File: config.mk
export PLATFORM = sky130hd
export DESIGN_NAME = dma_controller
export DESIGN_NICKNAME = d
export VERILOG_FILES = /design/src/hw/dma_pkg.sv /design/src/hw/dma_channel.sv /design/src/hw/dma_arbiter.sv /design/src/hw/dma_cpu_port.sv /design/src/hw/dma_cycle_fsm.sv /design/src/hw/dma_controller.sv
export SDC_FILE = /design/constraint.sdc
export NUM_CORES = 1
export LEC_CHECK = 0
export BUFFER_PORTS_ARGS = -buffer_cell sky130_fd_sc_hd__buf_2
export CAP_MARGIN = 10
export CORE_MARGIN = 10
export CORE_UTILIZATION = 38
export CTS_CLUSTER_DIAMETER = 100
export DETAILED_ROUTE_END_ITERATION = 12
export GPL_TIMING_DRIVEN = 0
export PLACE_DENSITY = 0.63
export SETUP_SLACK_MARGIN = 0.2
export SLEW_MARGIN = 40
export SYNTH_ARGS = -nofsm -noshare
export SYNTH_HDL_FRONTEND = slang
export SYNTH_SLANG_ARGS = --single-unit
File: constraint.sdc
create_clock -name clk -period 2.7 [get_ports clk]
set_input_delay 0.135 -clock clk [delete_from_list [all_inputs] [get_ports clk]]
set_output_delay 0.135 -clock clk [all_outputs]
set_load 0.02 [all_outputs]
File: src/hw/dma_pkg.sv
package dma_pkg;

    localparam int NUM_CH = 4;
    localparam int CH_W   = $clog2(NUM_CH);
    localparam int ADDR_W = 16;
    localparam int BYTE_W = 8;

    // CPU register map, 0..7 are the per-channel address/count pairs
    typedef enum logic [3:0] {
        REG_CH0_ADDR     = 4'd0,
        REG_CH0_COUNT    = 4'd1,
        REG_CH1_ADDR     = 4'd2,
        REG_CH1_COUNT    = 4'd3,
        REG_CH2_ADDR     = 4'd4,
        REG_CH2_COUNT    = 4'd5,
        REG_CH3_ADDR     = 4'd6,
        REG_CH3_COUNT    = 4'd7,
        REG_CMD_STATUS   = 4'd8,
        REG_REQUEST      = 4'd9,
        REG_SINGLE_MASK  = 4'd10,
        REG_MODE         = 4'd11,
        REG_CLEAR_PTR    = 4'd12,
        REG_MASTER_CLEAR = 4'd13,
        REG_CLEAR_MASK   = 4'd14,
        REG_WRITE_MASK   = 4'd15
    } reg_addr_t;

    typedef enum logic [1:0] {
        XFER_VERIFY  = 2'd0,
        XFER_WRITE   = 2'd1,
        XFER_READ    = 2'd2,
        XFER_ILLEGAL = 2'd3
    } xfer_t;

    typedef struct packed {
        xfer_t xfer;
        logic  autoinit;
        logic  decrement;
    } chan_mode_t;

    typedef struct packed {
        logic              wr;
        logic              rd;
        reg_addr_t         addr;
        logic [BYTE_W-1:0] data;
    } cpu_req_t;

    typedef struct packed {
        logic              addr_we;
        logic              count_we;
        logic              mode_we;
        logic              hi_byte;
        logic [BYTE_W-1:0] data;
    } chan_wr_t;

    typedef struct packed {
        logic [ADDR_W-1:0] addr;
        logic [ADDR_W-1:0] count;
        chan_mode_t        mode;
    } chan_state_t;

    typedef struct packed {
        logic              aen;
        logic              adstb;
        logic [ADDR_W-1:0] addr;
        logic              memr;
        logic              memw;
        logic              ior;
        logic              iow;
    } dma_bus_t;

    typedef enum logic [2:0] {
        IDLE,
        S0,
        S1,
        S2,
        S3,
        S4
    } cycle_state_t;

endpackage

File: src/hw/dma_channel.sv
module dma_channel (
    input  logic                 clk,
    input  logic                 reset,
    input  dma_pkg::chan_wr_t    wr,
    input  logic                 step,
    output dma_pkg::chan_state_t state,
    output logic                 tc
);

    logic [dma_pkg::ADDR_W-1:0] base_addr;
    logic [dma_pkg::ADDR_W-1:0] base_count;
    logic [dma_pkg::ADDR_W-1:0] cur_addr;
    logic [dma_pkg::ADDR_W-1:0] cur_count;
    dma_pkg::chan_mode_t        mode;
    logic                       count_zero;

    assign count_zero = (cur_count == '0);

    // Terminal count is the step taken with the count already at zero
    assign tc = step && count_zero;

    assign state.addr  = cur_addr;
    assign state.count = cur_count;
    assign state.mode  = mode;

    always_ff @(posedge clk) begin
        if (step) begin
            if (count_zero && mode.autoinit) begin
                cur_addr  <= base_addr;
                cur_count <= base_count;
            end else begin
                cur_count <= cur_count - 1'b1;
                if (mode.decrement) begin
                    cur_addr <= cur_addr - 1'b1;
                end else begin
                    cur_addr <= cur_addr + 1'b1;
                end
            end
        end

        // CPU byte writes come last so they override a step on the same edge
        if (wr.addr_we) begin
            if (wr.hi_byte) begin
                base_addr[dma_pkg::ADDR_W-1:dma_pkg::BYTE_W] <= wr.data;
                cur_addr[dma_pkg::ADDR_W-1:dma_pkg::BYTE_W]  <= wr.data;
            end else begin
                base_addr[dma_pkg::BYTE_W-1:0] <= wr.data;
                cur_addr[dma_pkg::BYTE_W-1:0]  <= wr.data;
            end
        end

        if (wr.count_we) begin
            if (wr.hi_byte) begin
                base_count[dma_pkg::ADDR_W-1:dma_pkg::BYTE_W] <= wr.data;
                cur_count[dma_pkg::ADDR_W-1:dma_pkg::BYTE_W]  <= wr.data;
            end else begin
                base_count[dma_pkg::BYTE_W-1:0] <= wr.data;
                cur_count[dma_pkg::BYTE_W-1:0]  <= wr.data;
            end
        end
    end

    always_ff @(posedge clk) begin
        if (reset) begin
            mode <= '0;
        end else if (wr.mode_we) begin
            // Mode byte: [3:2] transfer type, [4] autoinit, [5] decrement
            mode.xfer      <= dma_pkg::xfer_t'(wr.data[3:2]);
            mode.autoinit  <= wr.data[4];
            mode.decrement <= wr.data[5];
        end
    end

endmodule

File: src/hw/dma_arbiter.sv
module dma_arbiter (
    input  logic                        clk,
    input  logic                        reset,
    input  logic                        mclr,
    input  logic [dma_pkg::NUM_CH-1:0]  eligible,
    input  dma_pkg::chan_state_t        chan [dma_pkg::NUM_CH],
    input  logic                        lock,
    input  logic                        step,
    output logic                        any_req,
    output logic                        granted_req,
    output logic [dma_pkg::NUM_CH-1:0]  grant,
    output dma_pkg::chan_state_t        sel_state,
    output logic [dma_pkg::NUM_CH-1:0]  chan_step
);

    logic [dma_pkg::NUM_CH-1:0] next_grant;

    // Lowest set bit wins, channel 0 first
    assign next_grant = eligible & (~eligible + 1'b1);

    assign any_req     = |eligible;
    assign granted_req = |(eligible & grant);
    assign chan_step   = grant & {dma_pkg::NUM_CH{step}};

    always_ff @(posedge clk) begin
        if (reset || mclr) begin
            grant <= '0;
        end else if (lock) begin
            grant <= next_grant;
        end else if (step) begin
            grant <= '0;
        end
    end

    always_comb begin
        sel_state = '0;
        for (int i = 0; i < dma_pkg::NUM_CH; i++) begin
            if (grant[i]) begin
                sel_state = chan[i];
            end
        end
    end

    grant_onehot: assert property (@(posedge clk) disable iff (reset) $onehot0(grant));

endmodule

File: src/hw/dma_cpu_port.sv
module dma_cpu_port (
    input  logic                        clk,
    input  logic                        reset,
    input  dma_pkg::cpu_req_t           cpu,
    input  logic [dma_pkg::NUM_CH-1:0]  dreq,
    input  logic [dma_pkg::NUM_CH-1:0]  tc,
    input  dma_pkg::chan_state_t        chan [dma_pkg::NUM_CH],
    output dma_pkg::chan_wr_t           chan_wr [dma_pkg::NUM_CH],
    output logic [dma_pkg::NUM_CH-1:0]  eligible,
    output logic                        mclr,
    output logic [dma_pkg::BYTE_W-1:0]  rdata,
    output logic                        rdata_valid
);

    logic                       byte_ptr;
    logic                       cmd_disable;
    logic [dma_pkg::NUM_CH-1:0] mask;
    logic [dma_pkg::NUM_CH-1:0] request;
    logic [dma_pkg::NUM_CH-1:0] status_tc;
    logic                       chan_reg;
    logic [dma_pkg::CH_W-1:0]   ch_sel;
    logic                       mode_wr;
    logic                       status_rd;
    dma_pkg::chan_state_t       rd_chan;
    logic [dma_pkg::ADDR_W-1:0] rd_word;
    logic [dma_pkg::BYTE_W-1:0] rd_byte;

    // Addresses 0..7 select channel in [2:1], count in [0]
    assign chan_reg  = !cpu.addr[3];
    assign ch_sel    = cpu.addr[2:1];
    assign mode_wr   = cpu.wr && (cpu.addr == dma_pkg::REG_MODE)
                       && (cpu.data[3:2] != dma_pkg::XFER_ILLEGAL);
    assign status_rd = cpu.rd && (cpu.addr == dma_pkg::REG_CMD_STATUS);
    assign mclr      = cpu.wr && (cpu.addr == dma_pkg::REG_MASTER_CLEAR);

    // Software request bypasses the mask
    assign eligible = ((dreq & ~mask) | request) & {dma_pkg::NUM_CH{!cmd_disable}};

    always_comb begin
        for (int i = 0; i < dma_pkg::NUM_CH; i++) begin
            chan_wr[i].addr_we  = cpu.wr && chan_reg && (ch_sel == dma_pkg::CH_W'(i))
                                  && !cpu.addr[0];
            chan_wr[i].count_we = cpu.wr && chan_reg && (ch_sel == dma_pkg::CH_W'(i))
                                  && cpu.addr[0];
            chan_wr[i].mode_we  = mode_wr && (cpu.data[1:0] == dma_pkg::CH_W'(i));
            chan_wr[i].hi_byte  = byte_ptr;
            chan_wr[i].data     = cpu.data;
        end
    end

    always_ff @(posedge clk) begin
        if (reset || mclr) begin
            byte_ptr    <= 1'b0;
            cmd_disable <= 1'b0;
            mask        <= '1;
            request     <= '0;
            status_tc   <= '0;
        end else begin
            if ((cpu.wr || cpu.rd) && chan_reg) begin
                byte_ptr <= !byte_ptr;
            end

            // A new TC is never lost to the clearing read
            status_tc <= (status_rd ? '0 : status_tc) | tc;

            for (int i = 0; i < dma_pkg::NUM_CH; i++) begin
                if (tc[i]) begin
                    request[i] <= 1'b0;
                    if (!chan[i].mode.autoinit) begin
                        mask[i] <= 1'b1;
                    end
                end
            end

            if (cpu.wr) begin
                case (cpu.addr)
                    dma_pkg::REG_CMD_STATUS: cmd_disable <= cpu.data[2];
                    dma_pkg::REG_REQUEST: request[cpu.data[1:0]] <= cpu.data[2];
                    dma_pkg::REG_SINGLE_MASK: mask[cpu.data[1:0]] <= cpu.data[2];
                    dma_pkg::REG_CLEAR_PTR: byte_ptr <= 1'b0;
                    dma_pkg::REG_CLEAR_MASK: mask <= '0;
                    dma_pkg::REG_WRITE_MASK: mask <= cpu.data[dma_pkg::NUM_CH-1:0];
                    default: ;
                endcase
            end
        end
    end

    assign rd_chan = chan[ch_sel];
    assign rd_word = cpu.addr[0] ? rd_chan.count : rd_chan.addr;

    always_comb begin
        rd_byte = '0;
        if (chan_reg) begin
            rd_byte = byte_ptr ? rd_word[dma_pkg::ADDR_W-1:dma_pkg::BYTE_W]
                               : rd_word[dma_pkg::BYTE_W-1:0];
        end else if (cpu.addr == dma_pkg::REG_CMD_STATUS) begin
            // Pending requests high, TC flags low
            rd_byte = {dreq | request, status_tc};
        end
    end

    always_ff @(posedge clk) begin
        if (reset) begin
            rdata_valid <= 1'b0;
        end else begin
            rdata_valid <= cpu.rd;
        end
    end

    always_ff @(posedge clk) begin
        if (cpu.rd) begin
            rdata <= rd_byte;
        end
    end

    cpu_no_wr_rd: assert property (@(posedge clk) disable iff (reset) !(cpu.wr && cpu.rd));

endmodule

File: src/hw/dma_cycle_fsm.sv
module dma_cycle_fsm (
    input  logic                        clk,
    input  logic                        reset,
    input  logic                        mclr,
    input  logic                        any_req,
    input  logic                        granted_req,
    input  dma_pkg::chan_state_t        sel_state,
    input  logic [dma_pkg::NUM_CH-1:0]  grant,
    input  logic                        hlda,
    output logic                        hrq,
    output logic [dma_pkg::NUM_CH-1:0]  dack,
    output dma_pkg::dma_bus_t           bus,
    output logic                        eop,
    output logic                        lock,
    output logic                        step
);

    dma_pkg::cycle_state_t state;
    dma_pkg::cycle_state_t state_next;
    logic                  drive_addr;
    logic                  drive_strobe;
    logic                  xfer_wr;
    logic                  xfer_rd;

    always_comb begin
        state_next = state;
        case (state)
            dma_pkg::IDLE: begin
                if (any_req) begin
                    state_next = dma_pkg::S0;
                end
            end
            dma_pkg::S0: begin
                // Request withdrawn while waiting for the bus
                if (!granted_req) begin
                    state_next = dma_pkg::IDLE;
                end else if (hlda) begin
                    state_next = dma_pkg::S1;
                end
            end
            dma_pkg::S1: state_next = dma_pkg::S2;
            dma_pkg::S2: state_next = dma_pkg::S3;
            dma_pkg::S3: state_next = dma_pkg::S4;
            default: state_next = dma_pkg::IDLE;
        endcase
        if (mclr) begin
            state_next = dma_pkg::IDLE;
        end
    end

    assign lock = (state == dma_pkg::IDLE) && (state_next == dma_pkg::S0);
    assign step = (state == dma_pkg::S4);

    // Outputs are registered from the next state so they line up with it
    assign drive_addr   = state_next inside {dma_pkg::S2, dma_pkg::S3, dma_pkg::S4};
    assign drive_strobe = state_next inside {dma_pkg::S3, dma_pkg::S4};
    assign xfer_wr      = drive_strobe && (sel_state.mode.xfer == dma_pkg::XFER_WRITE);
    assign xfer_rd      = drive_strobe && (sel_state.mode.xfer == dma_pkg::XFER_READ);

    always_ff @(posedge clk) begin
        if (reset) begin
            state <= dma_pkg::IDLE;
            hrq   <= 1'b0;
            dack  <= '0;
            bus   <= '0;
            eop   <= 1'b0;
        end else begin
            state     <= state_next;
            hrq       <= (state_next != dma_pkg::IDLE);
            dack      <= drive_addr ? grant : '0;
            bus.aen   <= state_next inside {dma_pkg::S1, dma_pkg::S2, dma_pkg::S3,
                                            dma_pkg::S4};
            bus.adstb <= (state_next == dma_pkg::S2);
            bus.addr  <= drive_addr ? sel_state.addr : '0;
            // Write is I/O to memory, read is memory to I/O
            bus.ior   <= xfer_wr;
            bus.memw  <= xfer_wr;
            bus.iow   <= xfer_rd;
            bus.memr  <= xfer_rd;
            eop       <= (state_next == dma_pkg::S4) && (sel_state.count == '0);
        end
    end

    mem_strobes_excl: assert property (@(posedge clk) disable iff (reset)
        !(bus.memr && bus.memw));

    dack_onehot: assert property (@(posedge clk) disable iff (reset) $onehot0(dack));

    dack_with_aen: assert property (@(posedge clk) disable iff (reset)
        (|dack) |-> bus.aen);

endmodule

File: src/hw/dma_controller.sv
module dma_controller (
    input  logic                        clk,
    input  logic                        reset,
    input  dma_pkg::cpu_req_t           cpu,
    output logic [dma_pkg::BYTE_W-1:0]  rdata,
    output logic                        rdata_valid,
    input  logic [dma_pkg::NUM_CH-1:0]  dreq,
    input  logic                        hlda,
    output logic                        hrq,
    output logic [dma_pkg::NUM_CH-1:0]  dack,
    output dma_pkg::dma_bus_t           bus,
    output logic                        eop
);

    dma_pkg::chan_wr_t          chan_wr [dma_pkg::NUM_CH];
    dma_pkg::chan_state_t       chan_state [dma_pkg::NUM_CH];
    logic [dma_pkg::NUM_CH-1:0] tc;
    logic [dma_pkg::NUM_CH-1:0] eligible;
    logic                       mclr;
    logic                       any_req;
    logic                       granted_req;
    logic [dma_pkg::NUM_CH-1:0] grant;
    dma_pkg::chan_state_t       sel_state;
    logic [dma_pkg::NUM_CH-1:0] chan_step;
    logic                       lock;
    logic                       step;

    dma_cpu_port u_cpu_port (
        .clk         (clk),
        .reset       (reset),
        .cpu         (cpu),
        .dreq        (dreq),
        .tc          (tc),
        .chan        (chan_state),
        .chan_wr     (chan_wr),
        .eligible    (eligible),
        .mclr        (mclr),
        .rdata       (rdata),
        .rdata_valid (rdata_valid)
    );

    for (genvar i = 0; i < dma_pkg::NUM_CH; i++) begin : g_chan
        dma_channel u_channel (
            .clk   (clk),
            .reset (reset),
            .wr    (chan_wr[i]),
            .step  (chan_step[i]),
            .state (chan_state[i]),
            .tc    (tc[i])
        );
    end

    dma_arbiter u_arbiter (
        .clk         (clk),
        .reset       (reset),
        .mclr        (mclr),
        .eligible    (eligible),
        .chan        (chan_state),
        .lock        (lock),
        .step        (step),
        .any_req     (any_req),
        .granted_req (granted_req),
        .grant       (grant),
        .sel_state   (sel_state),
        .chan_step   (chan_step)
    );

    dma_cycle_fsm u_cycle_fsm (
        .clk         (clk),
        .reset       (reset),
        .mclr        (mclr),
        .any_req     (any_req),
        .granted_req (granted_req),
        .sel_state   (sel_state),
        .grant       (grant),
        .hlda        (hlda),
        .hrq         (hrq),
        .dack        (dack),
        .bus         (bus),
        .eop         (eop),
        .lock        (lock),
        .step        (step)
    );

endmodule

==> results of run 1 <==
registers in the layout (all words and copies together), names as in the netlist:
name and flops:
g_chan.u_channel.base_addr 64, g_chan.u_channel.base_count 64, g_chan.u_channel.cur_addr 64, g_chan.u_channel.cur_count 64
g_chan.u_channel.state 16, u_arbiter.grant 4, u_cpu_port.byte_ptr 1, u_cpu_port.cmd_disable 1
u_cpu_port.mask 4, u_cpu_port.rdata 8, u_cpu_port.rdata_valid 1, u_cpu_port.request 4
u_cpu_port.status_tc 4, u_cycle_fsm.bus 20, u_cycle_fsm.dack 4, u_cycle_fsm.eop 1
u_cycle_fsm.hrq 1, u_cycle_fsm.state 3
stage by stage:
stage / utilization (%) / hold slack, ns / instance area, um^2 / worst slack, ns
3_5_place_dp: 40.7 / 0.452 / 19400 / -1.15
4_1_cts: 45.8 / 0.0399 / 21800 / -0.0233
2_1_floorplan: - / 0.234 / 18300 / 0.0753
3_3_place_gp: 40.6 / 0.445 / 19400 / -1.13
5_1_grt: 48.3 / 0.0422 / 23000 / -0.0915
6_report: 48.3 / 0.0625 / 23000 / -0.0750
cell type report:
type / count / area [um^2] / share of cell area, %
tap: 615 / 769 / 3.34
multi-input combinational: 1506 / 10700 / 46.5
timing repair buffer: 142 / 1180 / 5.11
sequential: 328 / 7990 / 34.7
clock inverter: 21 / 201 / 0.875
clock buffer: 51 / 1100 / 4.79
antenna: 1 / 2.50 / 0.0109
buffer: 120 / 822 / 3.57
inverter: 67 / 251 / 1.09
timing repair:
action | in CTS | in global routing
endpoints found under the hold margin | 11 | 0
cloned | 5 | 2
buffers inserted | 37 | 41
setup endpoints to repair | 195 | 173
hold buffers | 2 | 0
resized for setup | 218 | 232
pin swaps | 45 | 84
final timing paths:
| check | start | slack (ns) | to |
|---|---|---|---|
| worst max register to register | g_chan[3].u_channel.cur_count[4] | -0.07 | g_chan[3].u_channel.cur_addr[11] |
| worst max-delay path | g_chan[3].u_channel.cur_count[4] | -0.07 | g_chan[3].u_channel.cur_addr[11] |
| worst min-delay path | hlda | 0.06 | u_cycle_fsm.state[0] |
| worst min register to register | u_cpu_port.status_tc[0] | 0.47 | u_cpu_port.status_tc[0] |
routing by layer:
layer  vias up  wire length [um]  part of all wire (%)  GRT usage [%]
met2      1174             33400                    44           38.3
met3       276              8930                    12           6.08
met4         0              4570                   6.0           12.8
met5         -                 0                     0              0
met1      8841             29700                    39           32.8
li1       7940                 -                     -              -
cells in the mapped netlist, drive strengths merged, types with 6 or more instances:
| cell type | instances |
|---|---|
| nor2 | 227 |
| dfxtp | 192 |
| a21oi | 179 |
| o21ai | 179 |
| nand2 | 177 |
| edfxtp | 136 |
| clkbuf | 101 |
| inv | 65 |
| ha | 61 |
| nand3 | 60 |
| nor3 | 57 |
| a211oi | 48 |
| mux4 | 38 |
| o31ai | 32 |
| o22ai | 30 |
| or3 | 28 |
| mux2i | 25 |
| nand2b | 25 |
| a21o | 20 |
| nor4 | 20 |
| o21a | 20 |
| xor2 | 20 |
| buf | 19 |
| a221o | 18 |
| nor2b | 18 |
| o211ai | 18 |
| a31oi | 17 |
| and3 | 14 |
| xnor2 | 14 |
| a22oi | 11 |
| nand3b | 11 |
| or4 | 11 |
| nand4 | 10 |
| or2 | 9 |
| a211o | 7 |
| a22o | 7 |
| o31a | 7 |
| a221oi | 6 |
| nor3b | 6 |
power groups by stage:
stage / Clock [mW] / Sequential (mW) / Combinational (mW)
6_report: 5.44 / 6.61 / 2.85
5_1_grt: 5.66 / 6.61 / 3.05
4_1_cts: 5.45 / 6.49 / 2.54
3_5_place_dp: 0 / 6.57 / 2.42
3_3_place_gp: 0 / 6.56 / 2.35
2_1_floorplan: 0 / 6.13 / 1.75
worst min-delay path, cell delays in order:
cell and delay [ns]:
buf_2 0.14, o21a_1 0.24, nor2_1 0.05
cells by family after synthesis:
family,share of synthesized area (%)
compound gates,22.3
flops,43.3
mux,6.37
xor+xnor,1.63
simple gates,17.8
fa+ha+maj,4.61
buf+inv,4.01
==> flow_metrics.tcl, run 1 <==
set metrics [dict create \
    status "finished with violations" \
    violations "setup timing" \
    critPathKind "reg -> reg" \
    maxSlewHeadroom_pct 38.6 \
    crit_top_cell "or4_4" \
    slowest_stage "or4_4" \
    switching_share_pct 32.1 \
    area_delta_synth_final_pct 25.8 \
    cts.clk_slew.worst_paths_ns 0.06 \
    grt_pass1_wl_mm 108 \
    die_w_um 239 \
    cts_max_path_buffers 3 \
    crit_family "simple AND/OR/NAND/NOR gates" \
    boundaryPins 58 \
    ant_nets 0 \
    grt_max_degree 24 \
    rows 80 \
    layout_common_cells "nor2_1, nand2_1, dfxtp_1" \
    p_sw_mw 4.79 \
    vdd_drop_max_mv 0.524 \
    numCtsBuffers 39 \
    slew_violations 0 \
    synth_ff_type "dfxtp_1" \
    final.min_clock_period_ns 2.77 \
    synth_area_leaders "edfxtp_1, dfxtp_1, a21oi_1, o21ai_0, nor2_1" \
    drive_above_1_share_pct 24.1 \
    clockPowerShare_pct 36.5 \
    finalHoldViolCount 0 \
    power.share.combinational_pct 19.1 \
    p_leak_nw 8.48 \
    routed-via-count 18200 \
    postSynth.asyncResetShare_pct 0 \
    io_buffers 55 \
    hold_class "in -> reg" \
    crit_required_ns 3.16 \
    fmax_mhz 360 \
    crit_cells 8 \
    grt.total_usage_pct 25.2 \
    worst-path-buf-inv 1 \
    clkSinkCount 328 \
    min_period_over_period_pct 103 \
    drt_pass1_iterations 5 \
    skew_ns 0.0367 \
    p_per_area_nw_per_um2 647 \
    die_h_um 239 \
    setup_ws_ns -0.0750 \
    design.core.area_um2 47600 \
    cts_max_level 2 \
    min_path_cells 3 \
    viasPerCell 6.39 \
    gp_congestion 1.04 \
    insertion_delay_ns 0.58 \
    endpoint_kind "flip-flop" \
    finalNonFillerCells 2851 \
    setup_viol 6 \
    cts_tree "done" \
    rsz0062_at_grt "yes" \
    placedCellCount 2691 \
    yosysUniqueCellTypes 80 \
    worstPathMaxFanout 8 \
    grt_pass1_vias 16600 \
    p_seq_share_pct 44.4 \
    drv_cap 0 \
    ys_ff_latch 328 \
    antenna_found_initial 2 \
    initial_core_util_pct 38.4 \
    wirelength_mm 76.6 \
    crit_chain "or4_4, or4b_4, or4_4, buf_12, and3_4, a211oi_4, o21ai_1, o22a_1" \
    yosysWarnings 0 \
    drc 0 \
    wl_per_cell_um 26.9 \
    root_buffer "clkbuf_16" \
    crit_path_start_kind "flip-flop" \
    avgSynthCellArea_um2 9.06 \
    cp_data_arrival_time_ns 3.24 \
    syn_inst 2021 \
    grt.overflow.total 0 \
    synth_area_leader_cell "edfxtp_1" \
    fill_cells 4395 \
    fin_total_pwr_mw 14.9 \
    power.internal_mw 10.1 \
    synth_nets 2107 \
    synth_edf_count 136 \
    rr_worst_depth 8 \
    worst_pin_slew_ns 0.922 \
    fin_nets 2290 \
    crit_path_max_incr_delay_ns 0.52 \
    place_hpwl_mm 51.7 \
    drt-initial-drc-count 2466 \
    syn_area_um2 18300 \
    synth_top_area_share_pct 22.3 \
    ys_seq_area_share_pct 43.3 \
    die_area_um2 57400 \
    setup_tns_ns -0.165 \
    final_common_cell "nor2_1" \
]
Power figures use the tool's default switching activity.
==> inputs of run 2 (changes only) <==
- CORE_MARGIN: 10 -> not set
- HOLD_SLACK_MARGIN: not set -> 0.12
==> flow_metrics.tcl, run 2 (same netlist as run 1, synthesis figures left out) <==
set metrics [dict create \
    insertion_delay_ns 0.58 \
    layout_common_cells "nor2_1, nand2_1, a21oi_1" \
    grt_pass1_wl_mm 106 \
    design.core.area_um2 47600 \
    numCtsBuffers 39 \
    setup_tns_ns 0 \
    crit_path_start_kind "flip-flop" \
    maxSlewHeadroom_pct 38.5 \
    critPathKind "reg -> reg" \
    cts_max_path_buffers 3 \
    drt_pass1_iterations 9 \
    slew_violations 0 \
    fmax_mhz 371 \
    p_leak_nw 8.33 \
    antenna_found_initial 7 \
    hold_class "in -> reg" \
    place_ws_ns -0.990 \
    setup_ws_ns 0.00545 \
    rsz0062_at_grt "yes" \
    cp_data_arrival_time_ns 3.14 \
    vdd_drop_max_mv 0.530 \
    clkSinkCount 328 \
    boundaryPins 58 \
    drt-initial-drc-count 2191 \
    initial_core_util_pct 38.4 \
    fin_total_pwr_mw 14.8 \
    final_util_pct 47.0 \
    place_hpwl_mm 51.8 \
    crit_required_ns 3.14 \
    cts_max_level 2 \
    final_common_cell "nor2_1" \
    grt_pass1_vias 16300 \
    viasPerCell 6.32 \
    io_buffers 55 \
    worst_pin_slew_ns 0.923 \
    die_area_um2 49100 \
    cts.clk_slew.worst_paths_ns 0.06 \
    drc 0 \
    die_h_um 221 \
    grt.total_usage_pct 29.1 \
    skew_ns 0.0278 \
    holdWs_ns 0.155 \
    area_delta_synth_final_pct 22.3 \
    grt_max_degree 24 \
    grt.overflow.total 0 \
    ant_nets 0 \
    drv_cap 0 \
    rows 80 \
    routed-via-count 17900 \
    wirelength_mm 73.8 \
    root_buffer "clkbuf_16" \
    crit_family "simple AND/OR/NAND/NOR gates" \
    endpoint_kind "flip-flop" \
    slowest_stage "or4b_4" \
    final.min_clock_period_ns 2.69 \
    finalHoldViolCount 0 \
    worst-path-buf-inv 2 \
    status "complete, no violations" \
    gp_congestion 1.01 \
    die_w_um 221 \
    setup_viol 0 \
    crit_path_max_incr_delay_ns 0.53 \
    wl_per_cell_um 26.0 \
    worstPathMaxFanout 7 \
    crit_chain "or4_4, or4b_4, or4_4, buf_8, buf_8, o21ai_2, mux2i_1, mux2_2" \
    min_period_over_period_pct 99.8 \
    drive_above_1_share_pct 21.6 \
    cts_tree "done" \
    p_per_area_nw_per_um2 660 \
    fin_nets 2280 \
]
[run 2: cell count changes in the layout (fill, tap and decap cells not counted), moves of 7 or more]
cell	change
nor2_4	-8
buf_4	+8
dfxtp_1	-7
a21oi_2	-15
buf_12	-12
o21ai_1	-21
o21ai_0	+27
a21oi_1	+15
[run 2: metal layers]
metal,GRT usage [%],vias to the layer above,share of wire [%]
li1,-,7922,-
met1,38.6,8760,39
met2,46.5,1058,45
met3,5.38,206,11
met4,12.3,2,4.7
met5,0,-,0.018
[run 2: path summary, 6_finish.rpt]
check / from / to / slack [ns] / depth (start not counted)
setup / recovery: g_chan[3].u_channel.cur_count[4] / g_chan[3].u_channel.cur_count[10] / 0.005 / 8
hold / removal: cpu[2] / g_chan[3].u_channel.base_addr[10] / 0.15 / 1
setup reg to reg: g_chan[3].u_channel.cur_count[4] / g_chan[3].u_channel.cur_count[10] / 0.005 / 8
hold reg to reg: u_cpu_port.status_tc[2] / u_cpu_port.status_tc[2] / 0.46 / 2
[run 2: what timing repair did]
action | in CTS | in global routing
buffers inserted | 40 | 26
pin swaps | 32 | 41
gates resized for setup | 198 | 146
hold buffers | 6 | 0
endpoints found under the hold margin | 23 | 0
gates cloned | 1 | 2
endpoints found under the setup margin | 207 | 168
[run 2: area by class of cell]
| type | count | area [um^2] |
|---|---|---|
| diodes | 2 | 5.00 |
| plain buffers | 120 | 743 |
| clock buffers | 52 | 1130 |
| clock inverters | 19 | 175 |
| fillers | 4505 | 25300 |
| inverters | 67 | 255 |
| multi-input cells | 1506 | 10400 |
| flip-flops and latches | 328 | 8000 |
| well taps | 615 | 769 |
| repair buffers | 132 | 941 |
[run 2: per-stage QoR]
step                      instance area, um^2  instances
after floorplan                         18300       2021
after global placement                  19400       2691
after detailed placement                19400       2693
after CTS                               21700       2811
after global routing                    22400       2840
final                                   22400       2841
[run 2: power by group]
| part | internal, mW | total [mW] | switching (mW) |
|---|---|---|---|
| registers | 5.67 | 6.64 | 0.965 |
| clock network | 3.22 | 5.44 | 2.22 |
| logic | 1.22 | 2.71 | 1.49 |
